**config.mk**
```make
export PLATFORM = sky130hd
export DESIGN_NAME = sprite_display_top
export DESIGN_NICKNAME = d
export VERILOG_FILES = /design/src/hdl/sprite_pkg.sv /design/src/hdl/disp_if.sv /design/src/hdl/display_timing.sv /design/src/hdl/sprite_engine.sv /design/src/hdl/pixel_painter.sv /design/src/hdl/sprite_display_top.sv
export SDC_FILE = /design/constraint.sdc
export NUM_CORES = 1
export LEC_CHECK = 0
export ABC_AREA = 1
export BUFFER_PORTS_ARGS = -buffer_cell sky130_fd_sc_hd__buf_2
export CAP_MARGIN = 20
export CORE_MARGIN = 3
export CORE_UTILIZATION = 58
export DETAILED_ROUTE_END_ITERATION = 16
export PLACE_DENSITY = 0.84
export SYNTH_ARGS = -nofsm -noshare
export SYNTH_HDL_FRONTEND = slang
export SYNTH_SLANG_ARGS = --single-unit
```
**constraint.sdc**
```tcl
create_clock -name clk_pix -period 3.3 [get_ports clk_pix]
set_input_delay 0.33 -clock clk_pix [delete_from_list [all_inputs] [get_ports clk_pix]]
set_output_delay 0.33 -clock clk_pix [all_outputs]
set_load 0.01 [all_outputs]
```
**src/hdl/letter_f.mem**
```
// sprite rows top to bottom, one hex byte each, msb is the leftmost pixel
FE
80
80
FC
80
80
80
00

```
**src/hdl/sprite_pkg.sv**
```systemverilog
//*********************************************************************
// 640x480 60 Hz geometry only; all coordinates fit in cordw bits
// spr_file is relative to the directory the simulator runs from
//*********************************************************************

package sprite_pkg;

    localparam int cordw = 10;              // coordinate width, covers h_total

    typedef logic [cordw-1:0] coord_t;      // unsigned screen coordinate

    // horizontal timing, in pixels
    localparam coord_t h_res  = 10'd640;    // active pixels
    localparam coord_t h_fp   = 10'd16;     // front porch
    localparam coord_t h_sync = 10'd96;     // sync pulse
    localparam coord_t h_bp   = 10'd48;     // back porch

    // vertical timing, in lines
    localparam coord_t v_res  = 10'd480;    // active lines
    localparam coord_t v_fp   = 10'd10;
    localparam coord_t v_sync = 10'd2;
    localparam coord_t v_bp   = 10'd33;

    localparam coord_t h_total = h_res + h_fp + h_sync + h_bp;  // 800
    localparam coord_t v_total = v_res + v_fp + v_sync + v_bp;  // 525

    // sync windows, end is exclusive
    localparam coord_t hs_beg = h_res + h_fp;
    localparam coord_t hs_end = hs_beg + h_sync;
    localparam coord_t vs_beg = v_res + v_fp;
    localparam coord_t vs_end = vs_beg + v_sync;

    // sprite bitmap, one hex byte per row, msb is the leftmost pixel
    localparam coord_t spr_w    = 10'd8;
    localparam coord_t spr_h    = 10'd8;
    localparam string  spr_file = "/design/src/hdl/letter_f.mem";

    typedef struct packed {
        logic [3:0] r;
        logic [3:0] g;
        logic [3:0] b;
    } rgb_t;                                // 12-bit colour

    localparam rgb_t col_sprite = 12'hfc0;  // yellow
    localparam rgb_t col_back   = 12'h137;  // dark blue
    localparam rgb_t col_blank  = 12'h000;  // black in blanking

endpackage

```
**src/hdl/disp_if.sv**
```systemverilog
//*********************************************************************
// display timing bundle, one source and any number of sinks
// syncs are active low, line and frame are single-cycle strobes
//*********************************************************************

`timescale 1ns/1ps

interface disp_if;
    import sprite_pkg::*;

    coord_t sx;        // horizontal position
    coord_t sy;        // vertical position
    logic   hsync;     // active low
    logic   vsync;     // active low
    logic   de;        // in active area
    logic   line;      // sx == h_res, start of horizontal blanking
    logic   frame;     // sx == 0, sy == 0

    // driven by the timing generator
    modport src (
        output sx, sy, hsync, vsync, de, line, frame
    );

    // sprite engine and painter
    modport snk (
        input sx, sy, hsync, vsync, de, line, frame
    );

endinterface

```
**src/hdl/display_timing.sv**
```systemverilog
//*********************************************************************
// free-running 640x480 timing, every output registered
// first frame strobe comes on the first clock after reset release
//*********************************************************************

`timescale 1ns/1ps

module display_timing (
    input  logic clk_pix,
    input  logic rst_n,
    disp_if.src  disp
);
    import sprite_pkg::*;

    logic   run;    // low until the first clock after reset
    coord_t nx;     // next horizontal position
    coord_t ny;     // next vertical position
    logic   h_last; // sx at end of line
    logic   v_last; // sy at last line of frame

    assign h_last = (disp.sx == h_total - 1'b1);
    assign v_last = (disp.sy == v_total - 1'b1);

    // next position, held at 0,0 for the first clock so frame lines up
    always_comb begin
        nx = disp.sx;
        ny = disp.sy;
        if (run) begin
            if (h_last) begin
                nx = '0;
                ny = v_last ? '0 : disp.sy + 1'b1;  // vertical wrap
            end else begin
                nx = disp.sx + 1'b1;
            end
        end
    end

    // strobes decoded from the next position so they match sx, sy
    always_ff @(posedge clk_pix or negedge rst_n) begin
        if (!rst_n) begin
            run        <= 1'b0;
            disp.sx    <= '0;
            disp.sy    <= '0;
            disp.hsync <= 1'b1;   // idle high
            disp.vsync <= 1'b1;
            disp.de    <= 1'b0;
            disp.line  <= 1'b0;
            disp.frame <= 1'b0;
        end else begin
            run        <= 1'b1;
            disp.sx    <= nx;
            disp.sy    <= ny;
            disp.hsync <= !(nx >= hs_beg && nx < hs_end);
            disp.vsync <= !(ny >= vs_beg && ny < vs_end);
            disp.de    <= (nx < h_res) && (ny < v_res);
            disp.line  <= (nx == h_res);            // blanking starts
            disp.frame <= (nx == '0) && (ny == '0);
        end
    end

endmodule

```
**src/hdl/sprite_engine.sv**
```systemverilog
//*********************************************************************
// one 8x8 one-bit sprite, position sampled once per frame
// row for line 0 is fetched from the sprx/spry inputs before the latch
//*********************************************************************

`timescale 1ns/1ps

module sprite_engine (
    input  logic              clk_pix,
    input  logic              rst_n,
    disp_if.snk               disp,
    input  sprite_pkg::coord_t sprx,
    input  sprite_pkg::coord_t spry,
    output logic              pix,
    output logic              drawing
);
    import sprite_pkg::*;

    // bitmap, loaded at elaboration
    logic [spr_w-1:0] rom [spr_h];

    initial begin
        $readmemh(spr_file, rom);
    end

    coord_t spr_x;            // position for the current frame
    coord_t spr_y;

    logic [spr_w-1:0] line_buf;   // row for the line being drawn
    logic             row_ok;     // line_buf holds a sprite row

    // row fetch
    coord_t ny;               // line after the current one
    coord_t fetch_y;          // sprite top used for that line
    coord_t dy;               // row offset into the sprite
    logic   in_y;
    logic [$clog2(spr_h)-1:0] row;

    // pixel select
    coord_t cur_x;            // sprite left edge this cycle
    coord_t dx;               // column offset into the sprite
    logic   in_x;
    logic [$clog2(spr_w)-1:0] col;
    logic [spr_w-1:0] shifted;    // selected bit moved to msb

    always_comb begin
        ny = (disp.sy == v_total - 1'b1) ? '0 : disp.sy + 1'b1;
        // last line fetches row 0 of the coming frame, latch not yet taken
        fetch_y = (disp.sy == v_total - 1'b1) ? spry : spr_y;
        dy   = ny - fetch_y;
        in_y = (ny >= fetch_y) && (dy < spr_h);   // guard against mod wrap
        row  = dy[$clog2(spr_h)-1:0];
    end

    always_comb begin
        cur_x   = disp.frame ? sprx : spr_x;  // latch lands one cycle late
        dx      = disp.sx - cur_x;
        in_x    = (disp.sx >= cur_x) && (dx < spr_w);
        col     = dx[$clog2(spr_w)-1:0];
        shifted = line_buf << col;            // msb first
    end

    // per-frame position latch, no tearing on mid-frame moves
    always_ff @(posedge clk_pix or negedge rst_n) begin
        if (!rst_n) begin
            spr_x <= '0;
            spr_y <= '0;
        end else if (disp.frame) begin
            spr_x <= sprx;
            spr_y <= spry;
        end
    end

    // valid flag for the buffered row
    always_ff @(posedge clk_pix or negedge rst_n) begin
        if (!rst_n) begin
            row_ok <= 1'b0;
        end else if (disp.line) begin
            row_ok <= in_y;
        end
    end

    // line buffer, filled at start of horizontal blanking
    always_ff @(posedge clk_pix) begin
        if (disp.line) begin
            line_buf <= in_y ? rom[row] : '0;   // clear outside sprite
        end
    end

    // registered outputs, one cycle behind sx
    always_ff @(posedge clk_pix or negedge rst_n) begin
        if (!rst_n) begin
            drawing <= 1'b0;
            pix     <= 1'b0;
        end else begin
            drawing <= in_x && row_ok;
            pix     <= shifted[spr_w-1];      // bitmap bit at sx - sprx
        end
    end

endmodule

```
**src/hdl/pixel_painter.sv**
```systemverilog
//*********************************************************************
// colour select plus sync alignment, two cycles behind the timing
// generator in total; blanking forces black
//*********************************************************************

`timescale 1ns/1ps

module pixel_painter (
    input  logic              clk_pix,
    input  logic              rst_n,
    disp_if.snk               disp,
    input  logic              pix,
    input  logic              drawing,
    output logic              hsync,
    output logic              vsync,
    output logic              de,
    output sprite_pkg::rgb_t  rgb
);
    import sprite_pkg::*;

    logic hsync_d;  // syncs lined up with pix and drawing
    logic vsync_d;
    logic de_d;
    rgb_t paint;    // colour before blanking

    always_ff @(posedge clk_pix or negedge rst_n) begin
        if (!rst_n) begin
            hsync_d <= 1'b1;
            vsync_d <= 1'b1;
            de_d    <= 1'b0;
        end else begin
            hsync_d <= disp.hsync;
            vsync_d <= disp.vsync;
            de_d    <= disp.de;
        end
    end

    assign paint = (drawing && pix) ? col_sprite : col_back;

    // output stage
    always_ff @(posedge clk_pix or negedge rst_n) begin
        if (!rst_n) begin
            hsync <= 1'b1;
            vsync <= 1'b1;
            de    <= 1'b0;
            rgb   <= col_blank;
        end else begin
            hsync <= hsync_d;
            vsync <= vsync_d;
            de    <= de_d;
            rgb   <= de_d ? paint : col_blank;   // black in blanking
        end
    end

endmodule

```
**src/hdl/sprite_display_top.sv**
```systemverilog
//*********************************************************************
// sprite display core, no PLL and no output pads
// outputs lag the internal coordinates by two pixel clocks
//*********************************************************************

`timescale 1ns/1ps

module sprite_display_top (
    input  logic               clk_pix,   // pixel clock, 25.175 MHz nominal
    input  logic               rst_n,
    input  sprite_pkg::coord_t sprx,      // sprite left edge
    input  sprite_pkg::coord_t spry,      // sprite top edge
    output logic               hsync,     // active low
    output logic               vsync,     // active low
    output logic               de,
    output sprite_pkg::rgb_t   rgb
);

    disp_if disp ();      // timing bundle, one producer two sinks

    logic pix;            // sprite bitmap bit
    logic drawing;        // inside sprite rectangle

    display_timing u_timing (
        .clk_pix (clk_pix),
        .rst_n   (rst_n),
        .disp    (disp.src)
    );

    sprite_engine u_sprite (
        .clk_pix (clk_pix),
        .rst_n   (rst_n),
        .disp    (disp.snk),
        .sprx    (sprx),
        .spry    (spry),
        .pix     (pix),
        .drawing (drawing)
    );

    pixel_painter u_paint (
        .clk_pix (clk_pix),
        .rst_n   (rst_n),
        .disp    (disp.snk),
        .pix     (pix),
        .drawing (drawing),
        .hsync   (hsync),
        .vsync   (vsync),
        .de      (de),
        .rgb     (rgb)
    );

endmodule

```
==> After elaboration in Yosys (flattened, before gate mapping) <==
Cells that the tools add are included.
W data, S select, Z words.
{ "totals": {"ff_bits": 75, "latch_bits": 0, "ramBits": 0, "romBits": 0, "in_bits": 22, "out_inout_bits": 15, "elab_cells": 62, "n_memories": 0} }
{ "op_classes": {"addsub": 4, "mul": 0, "div": 0, "order_cmp": 10, "eq_ne": 3, "n_shift": 1, "mux": 9, "n_bitwise": 0, "reduce_logical": 12} }
{ "ops": {"columns": ["op", "n"], "rows": [
  ["$mux W10", 7],
  ["$eq A10 B10 Y1 const B", 3],
  ["$mux W12", 2],
  ["$add A10 B1 Y10 const B", 2],
  ["$ge A10 B10 Y1", 2],
  ["$logic_not A10 Y1", 2],
  ["$lt A10 B10 Y1 const B", 2],
  ["$lt A10 B4 Y1 const B", 2],
  ["$lt A10 B9 Y1 const B", 2],
  ["$sub A10 B10 Y10", 2],
  ["$ge A10 B10 Y1 const B", 1],
  ["$ge A10 B9 Y1 const B", 1],
  ["$logic_and A1 B1 Y1", 8],
  ["$shl A8 B3 Y8", 1],
  ["$logic_not A1 Y1", 2]
]} }

==> Depth between registers and ports, before layout <==
{ "depth": {"ltp_word": 7, "mapped_depth": 14, "ltp_nobuf": 13} }

==> Hierarchy <==
From an unflattened synthesis, not the netlist that was laid out.
{ "unflattened": {"hier_cells": 659, "area_unflattened_um2": 4274.1} }
{ "modules_own_cells": {"columns": ["mod", "n_inst", "cells_per_inst", "area_each_um2"], "rows": [
  ["sprite_engine", 1, 398, 2352.3],
  ["display_timing", 1, 238, 1621.6],
  ["pixel_painter", 1, 23, 300.3]
]} }

==> Worst setup path before layout <==
OpenSTA, ideal clock, no wires.
{ "synth_timing": {"path_type": "register to register", "startpoint": "register u_timing.disp.sx[0]", "endpoint": "register u_timing.disp.vsync", "t_arrival_ns": 1.512, "required_time_ns": 3.223, "setup_slack_ns": 1.710, "path_stages_with_launch": 14, "path_buffers": 1, "cell_sequence": "dfrtp_1 -> ha_1 -> nand2_4 -> nor2_4 -> inv_2 -> nor2_4 -> buf_6 -> nand3_1 -> nand3_2 -> nand2_1 -> inv_1 -> nand2_1 -> nor2_1 -> nand2_1"} }
{ "synth_between": {"elab_chain_cells": 6, "elab_cells_between_ends": 7} }
{ "synth_rtl": {"columns": ["item", "line_no", "rtl"], "rows": [
  ["start: declaration", "disp_if.sv:21", "output sx, sy, hsync, vsync, de, line, frame"],
  ["start signal: assignment", "display_timing.sv:51", "disp.sx <= nx;"],
  ["$eq A10 B10 Y1 (*)", "display_timing.sv:21", "assign h_last = (disp.sx == h_total - 1'b1);"],
  ["$mux W10 (*)", "display_timing.sv:29", "if (h_last) begin"],
  ["$mux W10 (*)", "display_timing.sv:28", "if (run) begin"],
  ["$ge A10 B9 Y1 / $lt A10 B9 Y1 (equally long branches)", "display_timing.sv:54", "disp.vsync <= !(ny >= vs_beg && ny < vs_end);"],
  ["$logic_and A1 B1 Y1 (*)", "display_timing.sv:54", null],
  ["$logic_not A1 Y1 (*)", "display_timing.sv:54", null],
  ["end signal: assignment", "display_timing.sv:54", null],
  ["end: declaration", "disp_if.sv:21", null]
]} }
Mark *: on every way between the ends. The rest lies on a longest branch, timed or not.
A chain may end at the register's enable or synchronous reset.

==> Final worst setup path <==
{ "layout_timing": {"startpoint": "register u_timing.disp.sx[0]", "endpoint": "register u_timing.disp.vsync"} }
{ "layout_between": {"elab_chain_cells": 6, "elab_cells_between_ends": 7} }
{ "layout_rtl": {"columns": ["item", "line_no", "rtl"], "rows": [
  ["$eq A10 B10 Y1 (*)", "display_timing.sv:21", null],
  ["$mux W10 (*)", "display_timing.sv:29", null],
  ["$mux W10 (*)", "display_timing.sv:28", null],
  ["net u_timing.ny[1]", "display_timing.sv:17", "coord_t ny;"],
  ["$ge A10 B9 Y1 / $lt A10 B9 Y1 (equally long branches)", "display_timing.sv:54", null],
  ["$logic_and A1 B1 Y1 (*)", "display_timing.sv:54", null],
  ["$logic_not A1 Y1 (*)", "display_timing.sv:54", null]
]} }
Mark *: on every way through the listed nets, which the timed path passes. The rest lies on a longest branch.

==> metrics <==
reg2reg path depth=12; startpoint types=register; worst-skew pair later-pin latency=340 ps; 1st-iter DRT viols=61; FF+latch area=758 sq um; worst-path fanout max=14; Flop pwr share=53.5%; CP endpoint kind=register; Initial Util=61.7%; placed cell count=262; largest net degree at the start of global routing=31; worst setup path class=reg2reg; ys flop type=dfrtp_1; via count=1316; Netlist Area Pre-Place=1720 sq um; Worst Setup SP=u_timing.disp.sx[0]$_DFF_PN0_; I/O pin cnt=37; largest area contributor in the netlist=dfrtp_1; synth-to-layout area growth=3.21%; pins over their slew limit=0; Reg2Reg Setup Slack=1350 ps; wire per inst=10.6 um; initial antenna violation count=0; net count reported at finish=263; Post-CTS Hold Fix Bufs=0; DP HPWL=2210 um; total core area=2780 sq um; Tmin final=1950 ps; top cells by area, synth=dfrtp_1, nand2_1, dfstp_2; YS warnings=0; layout cell share with drive strength beyond 1=16.3%; global placer's final weighted congestion=0.877; die height=60.4 um; All-Layer GR Usage=19.6%; Die W=60.4 um; Cell Pwr Density=486 nW/um^2; combinational fraction of design power=20.0%; #FFs+latches synth=30; H-tree levels=2; Remaining DRCs=0; non-filler instance count after layout=270; Ant. Diodes=0; Fin Setup TNS=0 ps; Post-CTS Setup Bufs=0; die area=3650 sq um; share of the synthesized area in the top cell type=35.0%; leakage power=0.920 nW; Hold WC Path Type=in2async; final hold violations=5; RSZ-0062 raised after global routing=no; row cnt=19; grt ovf=0; global-route wire length before repair=5120 um; clock network fraction of total power=26.4%; Peak Freq=514 MHz; syn avg cell area=7.46 sq um; number of CTS-inserted buffers=5; Net Sw Frac=33.7%; Yosys cell types=22; async set-reset flop share out of synthesis=100%; Post-synth EDFFs=0; Power Internal=0.000570 W; Routed WL=2860 um; relative slew slack=57.5%; reg-to-reg startpoint=u_timing.disp.sx[0]$_DFF_PN0_; # Max-Cap Violations=0; clk slew on worst S/H paths=90 ps; cells after synthesis=230; Least-Margin Pin Slew=637 ps; area occupied by multi-input gates=706 sq um; Worst Path Required=3580 ps; Worst EP arrival=2220 ps; CTS Buffer Depth=2; Root Driver=clkbuf_4; post-layout util=63.7%; Port Buf Inserts=10; final setup vio count=0; post-cts resize count=0; DR pass1 iterations=4; vias in the first global route=1202; vias per cell=4.87; Sink Count=30; NetSw=0.000290 W; Final period util=59.0%; failing checks=negative hold slack; VDD IR max=430 uV; outcome=finished with violations; total chip power=0.000860 W; # fillers=253; sequential area share after synthesis=44.2%; most numerous cell in the Yosys netlist=nand2_1; final hold slack=-1.43 ps; worst clock skew=13.5 ps; Reg-to-Reg End=u_timing.disp.vsync$_DFF_PN1_; CTS tree=built; post-route ant nets=0; Post-synth top cells=nand2_1, inv_1, nor2_1
-- state kept, by name, summed over array words and instances (netlist names) --
name                 cells
u_paint.de_d             1
u_paint.rgb              1
u_timing.disp.hsync      1
u_paint.hsync            1
u_timing.run             1
u_timing.disp.sx        10
u_paint.vsync_d          1
u_timing.disp.de         1
u_timing.disp.sy        10
u_paint.hsync_d          1
u_paint.vsync            1
u_timing.disp.vsync      1
-- worst max path at each step --
stage                                    endpoint  slack, ps  cells past startpoint
global route        u_timing.disp.vsync$_DFF_PN1_       1110                     12
global placement       u_timing.disp.de$_DFF_PN0_       1410                     12
CTS                 u_timing.disp.vsync$_DFF_PN1_       1360                     12
floorplan           u_timing.disp.vsync$_DFF_PN1_       1710                     13
finish              u_timing.disp.vsync$_DFF_PN1_       1350                     12
detailed placement     u_timing.disp.de$_DFF_PN0_       1380                     12
-- per-stage QoR --
step,setup slack [ps],area [sq um]
5_1_grt,1110,1770
3_5_place_dp,1380,1710
2_1_floorplan,1710,1730
4_1_cts,1360,1770
6_report,1350,1770
3_3_place_gp,1410,1710
-- cell type report --
type	instances	share of cell area, %
tap	31	2.19
inverter	42	8.90
clock inverter	1	0.283
timing repair buffer	10	2.83
sequential	30	42.8
multi-input combinational	149	39.9
clock buffer	7	3.11
-- cell usage in the layout (no fill, tap or decap), drive strengths merged, types with 3 or more instances in the layout --
master and n:
o21ai 5, nand3 23, inv 42, clkbuf 7, buf 10, nand2 58
a21oi 6, conb 7, nor2 37, dfrtp 24, nor3 5, dfstp 6
ha 3
-- layer usage --
metal / up-vias / global-route usage (%) / wire (um)
met5: - / 0 / 0
met4: 0 / 12.3 / 72
met3: 7 / 5.11 / 154
met2: 31 / 28.9 / 1210
met1: 577 / 25.6 / 1430
li1: 701 / - / -
-- kinds of logic after synthesis --
group           Yosys count  synth area share, %
fa+ha+maj                 3                 2.19
xor+xnor                  1                0.511
flops                    30                 44.2
simple gates            126                 33.2
other cells               2                0.438
buf+inv                  56                 15.8
compound gates           12                 3.72
-- worst max-delay path, stage by stage, from the launching register on --
cell and delay (ps):
dfrtp_1 410, ha_1 260, nand2_4 90, nor2_4 150, inv_2 70, nor2_4 290, nand3_1 130, o21ai_0 140
nand2_1 90, inv_1 70, nand2_1 50, nor2_1 80, nand2_1 50
-- power by group through the flow --
stage          clock [W]  sequential, W  combinational [W]
2_1_floorplan          0       0.000454           0.000149
3_3_place_gp           0       0.000464           0.000166
3_5_place_dp           0       0.000467           0.000173
4_1_cts         0.000237       0.000460           0.000173
5_1_grt         0.000249       0.000466           0.000204
6_report        0.000227       0.000461           0.000172
No activity file was read; power rests on OpenSTA's default activity.
